$ cat config.mk
export PLATFORM = sky130hd
export DESIGN_NAME = rv_core_top
export DESIGN_NICKNAME = d
export VERILOG_FILES = /design/src/rtl/rv_isa_pkg.sv /design/src/rtl/rv_pipe_pkg.sv /design/src/rtl/rv_core_top.sv /design/src/rtl/rv_decode.sv /design/src/rtl/rv_execute.sv /design/src/rtl/rv_fetch.sv /design/src/rtl/rv_reg_file.sv /design/src/rtl/rv_retire.sv
export SDC_FILE = /design/constraint.sdc
export NUM_CORES = 2
export LEC_CHECK = 0
export BUFFER_PORTS_ARGS = -buffer_cell sky130_fd_sc_hd__buf_2
export CAP_MARGIN = 15
export CORE_UTILIZATION = 33
export CTS_BUF_LIST = sky130_fd_sc_hd__clkbuf_4 sky130_fd_sc_hd__clkbuf_8
export DETAILED_ROUTE_END_ITERATION = 12
export GPL_TIMING_DRIVEN = 0
export SLEW_MARGIN = 10
export SYNTH_ARGS = -nofsm -noshare
export SYNTH_HDL_FRONTEND = slang
export SYNTH_SLANG_ARGS = --single-unit
$ cat constraint.sdc
create_clock -name clk -period 6.7 [get_ports clk]
set_input_delay 0.67 -clock clk [delete_from_list [all_inputs] [get_ports clk]]
set_output_delay 0.67 -clock clk [all_outputs]
set_load 0.03 [all_outputs]
$ cat src/rtl/rv_isa_pkg.sv
`default_nettype none

package rv_isa_pkg;

  // data path width
  localparam int XLEN = 32;
  localparam int REG_ADDR_W = 5;

  typedef logic [XLEN-1:0] word_t;
  typedef logic [31:0] instr_t;
  typedef logic [REG_ADDR_W-1:0] reg_addr_t;

  // major opcodes the core executes
  typedef enum logic [6:0] {
    OPC_OP     = 7'b0110011,
    OPC_OP_IMM = 7'b0010011,
    OPC_LUI    = 7'b0110111,
    OPC_AUIPC  = 7'b0010111,
    OPC_JAL    = 7'b1101111
  } opcode_e;

  // funct3 of the integer ALU group
  localparam logic [2:0] F3_ADD  = 3'b000;
  localparam logic [2:0] F3_SLL  = 3'b001;
  localparam logic [2:0] F3_SLT  = 3'b010;
  localparam logic [2:0] F3_SLTU = 3'b011;
  localparam logic [2:0] F3_XOR  = 3'b100;
  localparam logic [2:0] F3_SRL  = 3'b101;
  localparam logic [2:0] F3_OR   = 3'b110;
  localparam logic [2:0] F3_AND  = 3'b111;

  typedef enum logic [3:0] {
    ALU_ADD, ALU_SUB, ALU_SLL, ALU_SLT, ALU_SLTU,
    ALU_XOR, ALU_SRL, ALU_SRA, ALU_OR, ALU_AND
  } alu_op_e;

  // addi x0, x0, 0
  localparam instr_t NOP_INSTR = 32'h0000_0013;

endpackage

`default_nettype wire

$ cat src/rtl/rv_pipe_pkg.sv
`default_nettype none

package rv_pipe_pkg;

  // source of an execute operand
  typedef enum logic [1:0] {
    FWD_REG = 2'd0,
    FWD_MEM = 2'd1,
    FWD_WB  = 2'd2
  } fwd_sel_e;

  // value written back to rd
  typedef enum logic [1:0] {
    RES_ALU  = 2'd0,
    RES_LINK = 2'd1,
    RES_IMM  = 2'd2
  } res_sel_e;

endpackage

`default_nettype wire

$ cat src/rtl/rv_core_top.sv
`timescale 1ns/1ps
`default_nettype none

module rv_core_top #(
  parameter rv_isa_pkg::word_t RESET_PC = '0
) (
  input  wire logic               clk,
  input  wire logic               arst_n_i,
  input  wire rv_isa_pkg::instr_t instr_i,
  output rv_isa_pkg::word_t       pc_o,
  output logic                    wb_valid_o,
  output rv_isa_pkg::reg_addr_t   wb_rd_o,
  output rv_isa_pkg::word_t       wb_data_o
);
  import rv_isa_pkg::*;
  import rv_pipe_pkg::*;

  // fetch to decode
  logic   id_valid;
  word_t  id_pc;
  instr_t id_instr;

  // decode to execute
  logic      ex_valid, ex_we, ex_op1_pc, ex_op2_imm, ex_jal;
  word_t     ex_pc, ex_op1, ex_op2, ex_imm;
  reg_addr_t ex_rs1, ex_rs2, ex_rd;
  alu_op_e   ex_alu_op;
  res_sel_e  ex_res_sel;

  // execute to retire
  logic      redirect, xr_valid, xr_we;
  word_t     target, xr_alu, xr_link, xr_imm;
  reg_addr_t xr_rd;
  res_sel_e  xr_res_sel;

  // forwarding paths
  logic      mem_valid, mem_we, wb_valid;
  reg_addr_t mem_rd, wb_rd;
  word_t     mem_result, wb_data;

  rv_fetch #(
    .RESET_PC (RESET_PC)
  ) u_fetch (
    .clk        (clk),
    .arst_n_i   (arst_n_i),
    .instr_i    (instr_i),
    .redirect_i (redirect),
    .target_i   (target),
    .pc_o       (pc_o),
    .id_valid_o (id_valid),
    .id_pc_o    (id_pc),
    .id_instr_o (id_instr)
  );

  rv_decode u_decode (
    .clk          (clk),
    .arst_n_i     (arst_n_i),
    .valid_i      (id_valid),
    .pc_i         (id_pc),
    .instr_i      (id_instr),
    .flush_i      (redirect),
    .wb_we_i      (wb_valid),
    .wb_rd_i      (wb_rd),
    .wb_data_i    (wb_data),
    .ex_valid_o   (ex_valid),
    .ex_pc_o      (ex_pc),
    .ex_rs1_o     (ex_rs1),
    .ex_rs2_o     (ex_rs2),
    .ex_rd_o      (ex_rd),
    .ex_we_o      (ex_we),
    .ex_op1_o     (ex_op1),
    .ex_op2_o     (ex_op2),
    .ex_imm_o     (ex_imm),
    .ex_alu_op_o  (ex_alu_op),
    .ex_op1_pc_o  (ex_op1_pc),
    .ex_op2_imm_o (ex_op2_imm),
    .ex_res_sel_o (ex_res_sel),
    .ex_jal_o     (ex_jal)
  );

  rv_execute u_execute (
    .valid_i      (ex_valid),
    .pc_i         (ex_pc),
    .rs1_i        (ex_rs1),
    .rs2_i        (ex_rs2),
    .rd_i         (ex_rd),
    .we_i         (ex_we),
    .op1_i        (ex_op1),
    .op2_i        (ex_op2),
    .imm_i        (ex_imm),
    .alu_op_i     (ex_alu_op),
    .op1_pc_i     (ex_op1_pc),
    .op2_imm_i    (ex_op2_imm),
    .res_sel_i    (ex_res_sel),
    .jal_i        (ex_jal),
    .mem_valid_i  (mem_valid),
    .mem_we_i     (mem_we),
    .mem_rd_i     (mem_rd),
    .mem_result_i (mem_result),
    .wb_valid_i   (wb_valid),
    .wb_rd_i      (wb_rd),
    .wb_data_i    (wb_data),
    .redirect_o   (redirect),
    .target_o     (target),
    .mem_valid_o  (xr_valid),
    .mem_rd_o     (xr_rd),
    .mem_we_o     (xr_we),
    .alu_res_o    (xr_alu),
    .link_o       (xr_link),
    .imm_o        (xr_imm),
    .res_sel_o    (xr_res_sel)
  );

  rv_retire u_retire (
    .clk          (clk),
    .arst_n_i     (arst_n_i),
    .valid_i      (xr_valid),
    .rd_i         (xr_rd),
    .we_i         (xr_we),
    .alu_res_i    (xr_alu),
    .link_i       (xr_link),
    .imm_i        (xr_imm),
    .res_sel_i    (xr_res_sel),
    .mem_valid_o  (mem_valid),
    .mem_we_o     (mem_we),
    .mem_rd_o     (mem_rd),
    .mem_result_o (mem_result),
    .wb_valid_o   (wb_valid),
    .wb_rd_o      (wb_rd),
    .wb_data_o    (wb_data)
  );

  // retire port
  assign wb_valid_o = wb_valid;
  assign wb_rd_o    = wb_rd;
  assign wb_data_o  = wb_data;

endmodule

`default_nettype wire

$ cat src/rtl/rv_decode.sv
`timescale 1ns/1ps
`default_nettype none

module rv_decode (
  input  wire logic                  clk,
  input  wire logic                  arst_n_i,
  input  wire logic                  valid_i,
  input  wire rv_isa_pkg::word_t     pc_i,
  input  wire rv_isa_pkg::instr_t    instr_i,
  input  wire logic                  flush_i,
  input  wire logic                  wb_we_i,
  input  wire rv_isa_pkg::reg_addr_t wb_rd_i,
  input  wire rv_isa_pkg::word_t     wb_data_i,
  output logic                       ex_valid_o,
  output rv_isa_pkg::word_t          ex_pc_o,
  output rv_isa_pkg::reg_addr_t      ex_rs1_o,
  output rv_isa_pkg::reg_addr_t      ex_rs2_o,
  output rv_isa_pkg::reg_addr_t      ex_rd_o,
  output logic                       ex_we_o,
  output rv_isa_pkg::word_t          ex_op1_o,
  output rv_isa_pkg::word_t          ex_op2_o,
  output rv_isa_pkg::word_t          ex_imm_o,
  output rv_isa_pkg::alu_op_e        ex_alu_op_o,
  output logic                       ex_op1_pc_o,
  output logic                       ex_op2_imm_o,
  output rv_pipe_pkg::res_sel_e      ex_res_sel_o,
  output logic                       ex_jal_o
);
  import rv_isa_pkg::*;
  import rv_pipe_pkg::*;

  opcode_e   opcode;
  reg_addr_t rs1, rs2, rd;
  logic [2:0] funct3;
  word_t     imm_i_type, imm_u_type, imm_j_type, imm;
  word_t     rdata1, rdata2, op1, op2;
  alu_op_e   alu_op;
  res_sel_e  res_sel;
  logic      known, we, op1_pc, op2_imm, jal;

  function automatic alu_op_e alu_decode(logic [2:0] f3, logic b30, logic is_reg);
    case (f3)
      F3_ADD:  return (is_reg && b30) ? ALU_SUB : ALU_ADD;
      F3_SLL:  return ALU_SLL;
      F3_SLT:  return ALU_SLT;
      F3_SLTU: return ALU_SLTU;
      F3_XOR:  return ALU_XOR;
      // bit 30 also picks SRAI in the immediate form
      F3_SRL:  return b30 ? ALU_SRA : ALU_SRL;
      F3_OR:   return ALU_OR;
      default: return ALU_AND;
    endcase
  endfunction

  // ==========================================================================
  // fields and immediates
  // ==========================================================================

  assign opcode = opcode_e'(instr_i[6:0]);
  assign rd     = instr_i[11:7];
  assign funct3 = instr_i[14:12];
  assign rs1    = instr_i[19:15];
  assign rs2    = instr_i[24:20];

  assign imm_i_type = {{20{instr_i[31]}}, instr_i[31:20]};
  assign imm_u_type = {instr_i[31:12], 12'd0};
  assign imm_j_type = {{12{instr_i[31]}}, instr_i[19:12], instr_i[20], instr_i[30:21], 1'b0};

  always_comb begin
    known   = 1'b1;
    alu_op  = ALU_ADD;
    op1_pc  = 1'b0;
    op2_imm = 1'b0;
    res_sel = RES_ALU;
    jal     = 1'b0;
    imm     = imm_i_type;
    case (opcode)
      OPC_OP: alu_op = alu_decode(funct3, instr_i[30], 1'b1);
      OPC_OP_IMM: begin
        alu_op  = alu_decode(funct3, instr_i[30], 1'b0);
        op2_imm = 1'b1;
      end
      OPC_LUI: begin
        imm     = imm_u_type;
        res_sel = RES_IMM;
      end
      OPC_AUIPC: begin
        imm     = imm_u_type;
        op1_pc  = 1'b1;
        op2_imm = 1'b1;
      end
      OPC_JAL: begin
        imm     = imm_j_type;
        jal     = 1'b1;
        res_sel = RES_LINK;
      end
      // anything else retires without a write
      default: known = 1'b0;
    endcase
  end

  assign we = known && (rd != '0);

  // ==========================================================================
  // register read with write-back bypass
  // ==========================================================================

  rv_reg_file u_reg_file (
    .clk      (clk),
    .arst_n_i (arst_n_i),
    .we_i     (wb_we_i),
    .waddr_i  (wb_rd_i),
    .wdata_i  (wb_data_i),
    .raddr1_i (rs1),
    .raddr2_i (rs2),
    .rdata1_o (rdata1),
    .rdata2_o (rdata2)
  );

  // register file writes only at the closing edge of write-back
  assign op1 = (wb_we_i && (wb_rd_i == rs1) && (rs1 != '0)) ? wb_data_i : rdata1;
  assign op2 = (wb_we_i && (wb_rd_i == rs2) && (rs2 != '0)) ? wb_data_i : rdata2;

  // ==========================================================================
  // decode/execute register
  // ==========================================================================

  always_ff @(posedge clk or negedge arst_n_i) begin
    if (!arst_n_i) begin
      ex_valid_o <= 1'b0;
      ex_we_o    <= 1'b0;
      ex_jal_o   <= 1'b0;
    end else begin
      ex_valid_o <= valid_i & ~flush_i;
      ex_we_o    <= we;
      ex_jal_o   <= jal;
    end
  end

  always_ff @(posedge clk) begin
    ex_pc_o      <= pc_i;
    ex_rs1_o     <= rs1;
    ex_rs2_o     <= rs2;
    ex_rd_o      <= rd;
    ex_op1_o     <= op1;
    ex_op2_o     <= op2;
    ex_imm_o     <= imm;
    ex_alu_op_o  <= alu_op;
    ex_op1_pc_o  <= op1_pc;
    ex_op2_imm_o <= op2_imm;
    ex_res_sel_o <= res_sel;
  end

endmodule

`default_nettype wire

$ cat src/rtl/rv_execute.sv
`timescale 1ns/1ps
`default_nettype none

module rv_execute (
  input  wire logic                  valid_i,
  input  wire rv_isa_pkg::word_t     pc_i,
  input  wire rv_isa_pkg::reg_addr_t rs1_i,
  input  wire rv_isa_pkg::reg_addr_t rs2_i,
  input  wire rv_isa_pkg::reg_addr_t rd_i,
  input  wire logic                  we_i,
  input  wire rv_isa_pkg::word_t     op1_i,
  input  wire rv_isa_pkg::word_t     op2_i,
  input  wire rv_isa_pkg::word_t     imm_i,
  input  wire rv_isa_pkg::alu_op_e   alu_op_i,
  input  wire logic                  op1_pc_i,
  input  wire logic                  op2_imm_i,
  input  wire rv_pipe_pkg::res_sel_e res_sel_i,
  input  wire logic                  jal_i,
  input  wire logic                  mem_valid_i,
  input  wire logic                  mem_we_i,
  input  wire rv_isa_pkg::reg_addr_t mem_rd_i,
  input  wire rv_isa_pkg::word_t     mem_result_i,
  input  wire logic                  wb_valid_i,
  input  wire rv_isa_pkg::reg_addr_t wb_rd_i,
  input  wire rv_isa_pkg::word_t     wb_data_i,
  output logic                       redirect_o,
  output rv_isa_pkg::word_t          target_o,
  output logic                       mem_valid_o,
  output rv_isa_pkg::reg_addr_t      mem_rd_o,
  output logic                       mem_we_o,
  output rv_isa_pkg::word_t          alu_res_o,
  output rv_isa_pkg::word_t          link_o,
  output rv_isa_pkg::word_t          imm_o,
  output rv_pipe_pkg::res_sel_e      res_sel_o
);
  import rv_isa_pkg::*;
  import rv_pipe_pkg::*;

  fwd_sel_e   fwd1, fwd2;
  word_t      src1, src2;
  word_t      alu_a, alu_b;
  logic [4:0] shamt;

  // memory stage is younger, so it beats write-back
  function automatic fwd_sel_e fwd_pick(reg_addr_t rs);
    if (rs == '0) begin
      return FWD_REG;
    end
    if (mem_valid_i && mem_we_i && (mem_rd_i == rs)) begin
      return FWD_MEM;
    end
    if (wb_valid_i && (wb_rd_i == rs)) begin
      return FWD_WB;
    end
    return FWD_REG;
  endfunction

  function automatic word_t fwd_mux(fwd_sel_e sel, word_t reg_val);
    case (sel)
      FWD_MEM: return mem_result_i;
      FWD_WB:  return wb_data_i;
      default: return reg_val;
    endcase
  endfunction

  // ==========================================================================
  // operands
  // ==========================================================================

  // stage signals read inside the helpers must wake this block too
  always_comb begin
    fwd1 = fwd_pick(rs1_i);
    fwd2 = fwd_pick(rs2_i);
    src1 = fwd_mux(fwd1, op1_i);
    src2 = fwd_mux(fwd2, op2_i);
  end

  assign alu_a = op1_pc_i ? pc_i : src1;
  assign alu_b = op2_imm_i ? imm_i : src2;
  assign shamt = alu_b[4:0];

  // ==========================================================================
  // ALU
  // ==========================================================================

  always_comb begin
    case (alu_op_i)
      ALU_ADD:  alu_res_o = alu_a + alu_b;
      ALU_SUB:  alu_res_o = alu_a - alu_b;
      ALU_SLL:  alu_res_o = alu_a << shamt;
      ALU_SLT:  alu_res_o = {{(XLEN-1){1'b0}}, $signed(alu_a) < $signed(alu_b)};
      ALU_SLTU: alu_res_o = {{(XLEN-1){1'b0}}, alu_a < alu_b};
      ALU_XOR:  alu_res_o = alu_a ^ alu_b;
      ALU_SRL:  alu_res_o = alu_a >> shamt;
      ALU_SRA:  alu_res_o = word_t'($signed(alu_a) >>> shamt);
      ALU_OR:   alu_res_o = alu_a | alu_b;
      default:  alu_res_o = alu_a & alu_b;
    endcase
  end

  // ==========================================================================
  // jump and hand-off to retire
  // ==========================================================================

  assign redirect_o = valid_i & jal_i;
  assign target_o   = pc_i + imm_i;
  assign link_o     = pc_i + word_t'(4);

  assign mem_valid_o = valid_i;
  assign mem_rd_o    = rd_i;
  assign mem_we_o    = we_i;
  assign imm_o       = imm_i;
  assign res_sel_o   = res_sel_i;

endmodule

`default_nettype wire

$ cat src/rtl/rv_fetch.sv
`timescale 1ns/1ps
`default_nettype none

module rv_fetch #(
  parameter rv_isa_pkg::word_t RESET_PC = '0
) (
  input  wire logic               clk,
  input  wire logic               arst_n_i,
  input  wire rv_isa_pkg::instr_t instr_i,
  input  wire logic               redirect_i,
  input  wire rv_isa_pkg::word_t  target_i,
  output rv_isa_pkg::word_t       pc_o,
  output logic                    id_valid_o,
  output rv_isa_pkg::word_t       id_pc_o,
  output rv_isa_pkg::instr_t      id_instr_o
);
  import rv_isa_pkg::*;

  word_t pc_q;
  word_t next_pc;

  // a jump from execute wins over sequential fetch
  assign next_pc = redirect_i ? target_i : pc_q + word_t'(4);
  assign pc_o    = pc_q;

  always_ff @(posedge clk or negedge arst_n_i) begin
    if (!arst_n_i) begin
      pc_q       <= RESET_PC;
      id_valid_o <= 1'b0;
    end else begin
      pc_q       <= next_pc;
      // word fetched alongside a redirect is on the wrong path
      id_valid_o <= ~redirect_i;
    end
  end

  // fetch/decode payload
  always_ff @(posedge clk) begin
    id_pc_o    <= pc_q;
    id_instr_o <= redirect_i ? NOP_INSTR : instr_i;
  end

endmodule

`default_nettype wire

$ cat src/rtl/rv_reg_file.sv
`timescale 1ns/1ps
`default_nettype none

module rv_reg_file (
  input  wire logic        clk,
  input  wire logic        arst_n_i,
  input  wire logic        we_i,
  input  wire logic [4:0]  waddr_i,
  input  wire logic [31:0] wdata_i,
  input  wire logic [4:0]  raddr1_i,
  input  wire logic [4:0]  raddr2_i,
  output logic [31:0]      rdata1_o,
  output logic [31:0]      rdata2_o
);

  // x1..x31, x0 has no storage
  logic [31:0] regs [1:31];

  always_ff @(posedge clk or negedge arst_n_i) begin
    if (!arst_n_i) begin
      for (int i = 1; i < 32; i++) begin
        regs[i] <= '0;
      end
    end else if (we_i && (waddr_i != 5'd0)) begin
      regs[waddr_i] <= wdata_i;
    end
  end

  // asynchronous read ports
  assign rdata1_o = (raddr1_i == 5'd0) ? 32'd0 : regs[raddr1_i];
  assign rdata2_o = (raddr2_i == 5'd0) ? 32'd0 : regs[raddr2_i];

endmodule

`default_nettype wire

$ cat src/rtl/rv_retire.sv
`timescale 1ns/1ps
`default_nettype none

module rv_retire (
  input  wire logic                  clk,
  input  wire logic                  arst_n_i,
  input  wire logic                  valid_i,
  input  wire rv_isa_pkg::reg_addr_t rd_i,
  input  wire logic                  we_i,
  input  wire rv_isa_pkg::word_t     alu_res_i,
  input  wire rv_isa_pkg::word_t     link_i,
  input  wire rv_isa_pkg::word_t     imm_i,
  input  wire rv_pipe_pkg::res_sel_e res_sel_i,
  output logic                       mem_valid_o,
  output logic                       mem_we_o,
  output rv_isa_pkg::reg_addr_t      mem_rd_o,
  output rv_isa_pkg::word_t          mem_result_o,
  output logic                       wb_valid_o,
  output rv_isa_pkg::reg_addr_t      wb_rd_o,
  output rv_isa_pkg::word_t          wb_data_o
);
  import rv_isa_pkg::*;
  import rv_pipe_pkg::*;

  word_t    mem_alu, mem_link, mem_imm;
  res_sel_e mem_res_sel;

  // ==========================================================================
  // execute/memory register
  // ==========================================================================

  always_ff @(posedge clk or negedge arst_n_i) begin
    if (!arst_n_i) begin
      mem_valid_o <= 1'b0;
      mem_we_o    <= 1'b0;
    end else begin
      mem_valid_o <= valid_i;
      mem_we_o    <= we_i;
    end
  end

  always_ff @(posedge clk) begin
    mem_rd_o    <= rd_i;
    mem_alu     <= alu_res_i;
    mem_link    <= link_i;
    mem_imm     <= imm_i;
    mem_res_sel <= res_sel_i;
  end

  // result select, also the forwarding value for execute
  always_comb begin
    case (mem_res_sel)
      RES_LINK: mem_result_o = mem_link;
      RES_IMM:  mem_result_o = mem_imm;
      default:  mem_result_o = mem_alu;
    endcase
  end

  // ==========================================================================
  // memory/write-back register
  // ==========================================================================

  always_ff @(posedge clk or negedge arst_n_i) begin
    if (!arst_n_i) begin
      wb_valid_o <= 1'b0;
    end else begin
      // one pulse per retiring register write
      wb_valid_o <= mem_valid_o & mem_we_o;
    end
  end

  always_ff @(posedge clk) begin
    wb_rd_o   <= mem_rd_o;
    wb_data_o <= mem_result_o;
  end

endmodule

`default_nettype wire
# --- Word level (Yosys, flattened, before mapping) ---
# Index checks and enable logic that the tools add are counted.
word_totals:
  regBits: 1386
  out_inout_bits: 70
  input_bits: 34
  word_cells: 194
classes:
  n_shift: 3
  n_lt_le_gt_ge: 6
  n_reduce_logical: 25
  n_bitwise: 10
  muxes: 55
  n_eq_ne: 31
  n_addsub: 5
ops:
  columns: ["cell", "n"]
  rows:
  - ["$bwmux W992", 1]
  - ["$mux W32", 12]
  - ["$bmux W32 S5", 2]
  - ["$pmux W32 S9", 1]
  - ["$pmux W32 S2", 3]
  - ["$demux W32 S5", 1]
  - ["$add A32 B3 Y32 const B", 2]
  - ["$add A32 B32 Y32", 2]
  - ["$lt A32 B32 Y1", 2]
  - ["$pmux W31 S2", 1]
  - ["$pmux W4 S7", 2]
  - ["$and A32 B32 Y32", 1]
  - ["$or A32 B32 Y32", 1]
  - ["$shl A32 B5 Y32", 1]
  - ["$shr A32 B5 Y32", 1]
  - ["$sshr A32 B5 Y32", 1]
  - ["$sub A32 B32 Y32", 1]
  - ["$xor A32 B32 Y32", 1]
  - ["$eq A5 B5 Y1", 6]
  - ["$mux W2", 12]
  - ["$logic_not A5 Y1", 4]
  - ["$reduce_bool A5 Y1", 4]
  - ["$ge A6 B6 Y1 const B", 3]
  - ["$mux W1", 18]
  - ["other kinds (23)", 52]

# --- Logic depth before layout (Yosys ltp) ---
logic_depth:
  word_depth: 14
  ltp_mapped: 28
  ltp_nobuf: 23

# --- Cells and area by module ---
# From an unflattened synthesis, not the netlist that was laid out.
hier_totals:
  hier_cells: 6976
  area_unflattened_um2: 78263.8
modules_own_cells:
  columns: ["mod", "cells_each", "seq_area_each_um2", "area_per_inst_um2", "n_inst"]
  rows:
  - ["rv_reg_file", 4063, 24823.8, 53316.1, 1]
  - ["rv_execute", 2055, 0.0, 13523.0, 1]
  - ["rv_decode", 314, 3098.0, 4639.4, 1]
  - ["rv_retire", 257, 2877.8, 3528.4, 1]
  - ["rv_fetch", 287, 2107.0, 3256.9, 1]

# --- Worst setup path after synthesis ---
# Ideal clock, no wire load.
synth_path:
  kind: "reg-to-reg"
  startpoint: "register u_retire.wb_rd_o[2]"
  endpoint: "register u_retire.mem_alu[28]"
  n_path_buf: 6
  stages_incl_launch_ff: 25
  arrival_ns: 6.098
  t_required_ns: 6.578
  setup_ns: 0.122
  path_slack_ns: 0.480
  period_less_slack_ns: 6.220
  path_cell_list: "dfxtp_1 > buf_1 > xor2_1 > nor4_1 > nand3_1 > ha_1 > a211oi_1 > a221o_1 > clkbuf_1 > clkbuf_1 > buf_1 > buf_1 > ha_1 > clkbuf_1 > nor2b_1 > o21ai_0 > a311oi_1 > o21ai_0 > a31o_2 > o31a_1 > o41a_1 > o21bai_1 > a21oi_1 > mux2i_1 > o32a_1"
synth_between:
  elab_chain_cells: 13
  word_cells_on_any_way: 35
  classes_between: "add/sub: 2; eq/ne: 6; shift: 3; mux: 19; bitwise: 3; reduce/logical: 2"
synth_lines:
  columns: ["element", "line", "text"]
  rows:
  - ["from (decl)", "rv_retire.sv:19", "output rv_isa_pkg::reg_addr_t wb_rd_o,"]
  - ["from (signal assigned)", "rv_retire.sv:73", "wb_rd_o <= mem_rd_o;"]
  - ["$eq A5 B5 Y1", "rv_execute.sv:52", "if (wb_valid_i && (wb_rd_i == rs)) begin"]
  - ["$logic_and A1 B1 Y1", "rv_execute.sv:52", null]
  - ["$mux W1 (2 in a row)", "rv_execute.sv:52", null]
  - ["$mux W1", "rv_execute.sv:49", "if (mem_valid_i && mem_we_i && (mem_rd_i == rs)) begin"]
  - ["$mux W2", "rv_execute.sv:55", "return FWD_REG;"]
  - ["$mux W2", "rv_execute.sv:52", null]
  - ["$mux W2", "rv_execute.sv:49", null]
  - ["$eq A2 B2 Y1 or $eq A2 B1 Y1 (tied branches)", "rv_execute.sv:59", "case (sel)"]
  - ["$pmux W32 S2", "rv_execute.sv:59", null]
  - ["$mux W32, on equally long branches", "rv_execute.sv:78, rv_execute.sv:79", null]
  - ["$sub A32 B32 Y32, or another cell as far along", "rv_execute.sv:89", "ALU_SUB: alu_res_o = alu_a - alu_b;"]
  - ["$pmux W32 S9 *", "rv_execute.sv:87", "case (alu_op_i)"]
  - ["named net u_execute.alu_res_o[28]", "rv_execute.sv:31", "output rv_isa_pkg::word_t alu_res_o,"]
  - ["to (signal assigned)", "rv_retire.sv:44", "mem_alu <= alu_res_i;"]
  - ["to (decl)", "rv_retire.sv:25", "word_t mem_alu, mem_link, mem_imm;"]
# Mark *: on every way through the listed nets, which the timed path passes. The rest lies on a longest branch. The select of a mux whose other input is x is not followed.
# A chain may end at the register's enable or synchronous reset.

# --- Worst setup path in the final report ---
layout_path:
  startpoint: "register u_retire.wb_rd_o[2]"
  endpoint: "register u_retire.mem_alu[27]"
# Same word-level chain as after synthesis.

==> out/metrics.csv <==
stage,metric,value,unit
cts,H-tree depth,4,
synth,Post-Syn Instances,6518,
synth,number of distinct library cells after synthesis,112,
drt,WL final,343,mm
grt,GRT Overall Usage,0.287,
drt,Initial DRC Count,6994,
timing,hold violation count in the final report,0,
grt,antenna violations before repair,30,
synth,"EDFF count, synth",0,
critical_path,r2r endpoint,u_retire.mem_alu[27]$_DFF_P_,
die,Die Width,484,um
die,die area,235000,um^2
critical_path,Startpoint Class,register,
grt,global route overflow,0,
drt,First-pass DRT Iterations,7,
min_path,Hold Crit Class,primary input to asynchronous set/reset pin,
placement,DPL Wire Length,271,mm
drt,Vias/cell,6.07,
placement,Place WS,-3.54,ns
pwr,Static Leak,0.0373,uW
critical_path,Reg-to-Reg Start,u_retire.wb_rd_o[2]$_DFF_P_,
pwr,Seq pwr share,0.466,
drt,DRC viols,0,
synth,cell with the most instances after synthesis,dfrtp_1,
layout,fraction of layout cells with a size suffix above 1,0.307,
synth,post-synthesis sequential area ratio,0.429,
drt,WL/cell,33.8,um
synth,share of the synthesized area in the top cell type,0.336,
synth,Yosys top cell by area,dfrtp_1,
synth,"Avg Cell Area, Syn",11.8,um^2
timing,worst setup margin,0.0731,ns
pwr,Power Dens Cells,219,nW/um^2
placement,final RePlAce weighted congestion,1.02,
grt,largest net degree at the start of global routing,146,
cts,clk sinks,1386,
synth,Yosys warning count,0,
synth,"top cells by area, synth","dfrtp_1 (34%), mux4_2 (17%), mux2_2 (12%)",
timing,Tcrit/Tclk final,0.989,
synth,asr flop ratio synth,0.744,
layout,# nets final,7102,
grt,first-pass GRT wire length,477,mm
timing,Max Transition Viols Final,0,
cts,clk_lat worst skew,1.02,ns
grt,vias in the first global route,61251,
timing,Clock Skews,0.0709,ns
critical_path,Worst Path Required,7.51,ns
cts,CTS Buf Count,225,
synth,#FFs+latches synth,1386,
outcome,status,"finished, final reports clean",
synth,Synth top cells by count,"dfrtp_1 (1,031), mux2_2 (812), nand2_1 (620)",
synth,post-synthesis net count,6689,
die,# IOs,104,
cts,clock-pin slew on the worst setup and hold paths,0.06,ns
layout,Area Overhead vs Synth,14.3,%
timing,Highest Clock Rate,151,MHz
critical_path,worst-path fanout max,11,
critical_path,crit path launch,u_retire.wb_rd_o[2]$_DFF_P_,
pwr,Pint,13800,uW
drt,DRT antenna net count,0,
timing,Tmin final,6.63,ns
cts,Clock Tree Buf Depth,3,
pwr,VDD IR max,0.218,mV
die,total core area,231000,um^2
cts,Root Buffer,clkbuf_8,
timing,Fin Setup TNS,0,ns
critical_path,Reg2Reg Setup Slack,0.07,ns
die,Die H,484,um
critical_path,worst setup path end,u_retire.mem_alu[27]$_DFF_P_,
pwr,P_sw,5450,uW
pwr,Sw Share,0.283,
drt,vias,61652,
timing,Tightest Pin Transition,1.33,ns
die,FP Rows,176,
pwr,Clk pwr share,0.432,
synth,Syn Std Cell Area,76800,um^2
critical_path,Setup CP Type,register to register,
synth,dominant synthesized flop cell,dfrtp_1,
timing,final setup fails,0,
timing,max_slew headroom,0.113,
placement,# port buffers,103,
die,starting density of the core,0.333,
flow_run,max_cap viols,0,
critical_path,R2R cell count,26,
pwr,Combinational Power Share,0.102,
critical_path,Critical Path End Type,register,
cts,CTS tree,built,
critical_path,Critical Path AT,7.44,ns
[worst max-delay path, cell delays in order (launching register included)]
cell	delay (ns)
dfxtp_2	0.43
buf_6	0.22
xor2_1	0.09
nor4_1	0.30
nand3_1	0.12
buf_4	0.17
ha_2	0.41
nand2b_2	0.15
nor2_1	0.20
a221o_2	0.30
clkbuf_8	0.25
buf_6	0.23
buf_4	0.28
ha_1	0.26
clkbuf_1	0.18
o21ai_0	0.18
a21oi_1	0.08
o31a_1	0.34
o21ai_4	0.24
clkbuf_4	0.24
o221ai_4	0.17
a211o_1	0.38
a221oi_2	0.27
mux2i_1	0.16
nor4_2	0.40
a21boi_1	0.21
o22ai_1	0.14
[sequential cells by signal, indices dropped and copies added, names as in the netlist, 32 cells and up]
signal	cells
u_retire.mem_alu	32
u_retire.mem_imm	32
u_fetch.id_instr_o	32
u_decode.ex_pc_o	32
u_decode.u_reg_file.regs	992
u_retire.mem_link	32
u_decode.ex_op2_o	32
u_fetch.pc_o	32
u_decode.ex_imm_o	32
u_retire.wb_data_o	32
u_decode.ex_op1_o	32
u_fetch.id_pc_o	32
[cells by family after synthesis]
kind of cell	share of synthesized area
AOI/OAI and AO/OA	0.111
and+or+nand+nor	0.0712
adders and majority gates	0.0226
xor gates and xnor gates	0.0153
muxes	0.313
buffers and inverters	0.0376
DFF	0.429
[power by group through the flow]
stage / registers, uW / logic (uW) / clock network (uW)
floorplan: 9020 / 1060 / 0
global placement: 9120 / 1840 / 0
detailed placement: 9110 / 1890 / 0
CTS: 8960 / 1930 / 8390
global route: 8980 / 2090 / 8770
finish: 8970 / 1970 / 8310
[through the flow]
stage / instance area [um^2] / total power [uW] / hold slack (ns) / utilization / cells
final: 87800 / 19200 / 0.267 / 0.381 / 10153
after global routing: 87800 / 19800 / 0.314 / 0.381 / 10144
after CTS: 87300 / 19300 / 0.251 / 0.379 / 10123
after detailed placement: 81600 / 11000 / 0.312 / 0.354 / 9679
after global placement: 81100 / 11000 / 0.310 / 0.352 / 9647
after floorplan: 76800 / 10100 / 0.310 / - / 6518
[layout by cell type (no fill, tap or decap), types with 33 or more instances in the layout]
| cell type | synthesis | routed |
|---|---|---|
| mux4_2 | 578 | 578 |
| mux2_2 | 812 | 812 |
| o22ai_1 | 47 | 46 |
| a21o_1 | 62 | 62 |
| mux2i_1 | 184 | 183 |
| nor3_1 | 57 | 56 |
| dfxtp_1 | 355 | 352 |
| o21ai_0 | 507 | 469 |
| dlygate4sd3_1 | 1 | 34 |
| clkbuf_1 | 435 | 407 |
| nor2_1 | 257 | 257 |
| inv_1 | 132 | 131 |
| clkbuf_4 | 1 | 73 |
| ha_1 | 134 | 128 |
| clkinv_2 | 0 | 36 |
| xnor2_1 | 84 | 84 |
| nand3_1 | 92 | 92 |
| a31oi_1 | 38 | 37 |
| dfrtp_1 | 1031 | 1030 |
| xor2_1 | 48 | 48 |
| clkbuf_8 | 1 | 283 |
| a211oi_1 | 40 | 39 |
| nand2_1 | 620 | 620 |
| buf_2 | 29 | 143 |
| a21oi_1 | 212 | 205 |
| and2_1 | 48 | 48 |
| a22oi_1 | 73 | 73 |
| buf_1 | 90 | 69 |
| o211ai_1 | 33 | 33 |
[layer usage]
metal	GRT usage	wire, um	vias to the layer above
li1	-	-	25269
met4	0.159	22000	10
met5	0	68	-
met2	0.450	156000	3370
met3	0.0635	30100	876
met1	0.367	135000	32127
[final cells by class]
| type | instances | area, um^2 |
|---|---|---|
| multi-input combinational | 4415 | 41400 |
| inverter | 138 | 519 |
| fill | 22263 | 143000 |
| clock buffer | 347 | 4360 |
| clock inverter | 64 | 728 |
| tap | 3026 | 3790 |
| antenna | 12 | 30.0 |
| sequential | 1386 | 32900 |
| buffer | 565 | 2410 |
| timing repair buffer | 200 | 1670 |
[how the worst min path moves through the flow]
stage	to	slack [ns]
finish	u_decode.u_reg_file.regs[168]$_DFFE_PN0P_	0.27
global route	u_decode.ex_pc_o[8]$_DFF_P_	0.31
CTS	u_decode.u_reg_file.regs[69]$_DFFE_PN0P_	0.25
detailed placement	u_decode.ex_pc_o[10]$_DFF_P_	0.31
global placement	u_decode.ex_pc_o[27]$_DFF_P_	0.31
floorplan	u_decode.ex_pc_o[0]$_DFF_P_	0.31
[what timing repair did]
| action | in CTS | in global routing |
|---|---|---|
| pin swaps | 8 | 4 |
| gates resized for setup | 101 | 56 |
| endpoints found under the hold margin | 141 | 0 |
| endpoints found under the setup margin | 32 | 18 |
| hold buffers | 33 | 0 |
| buffers inserted | 11 | 8 |
Power figures use the tool's default switching activity.
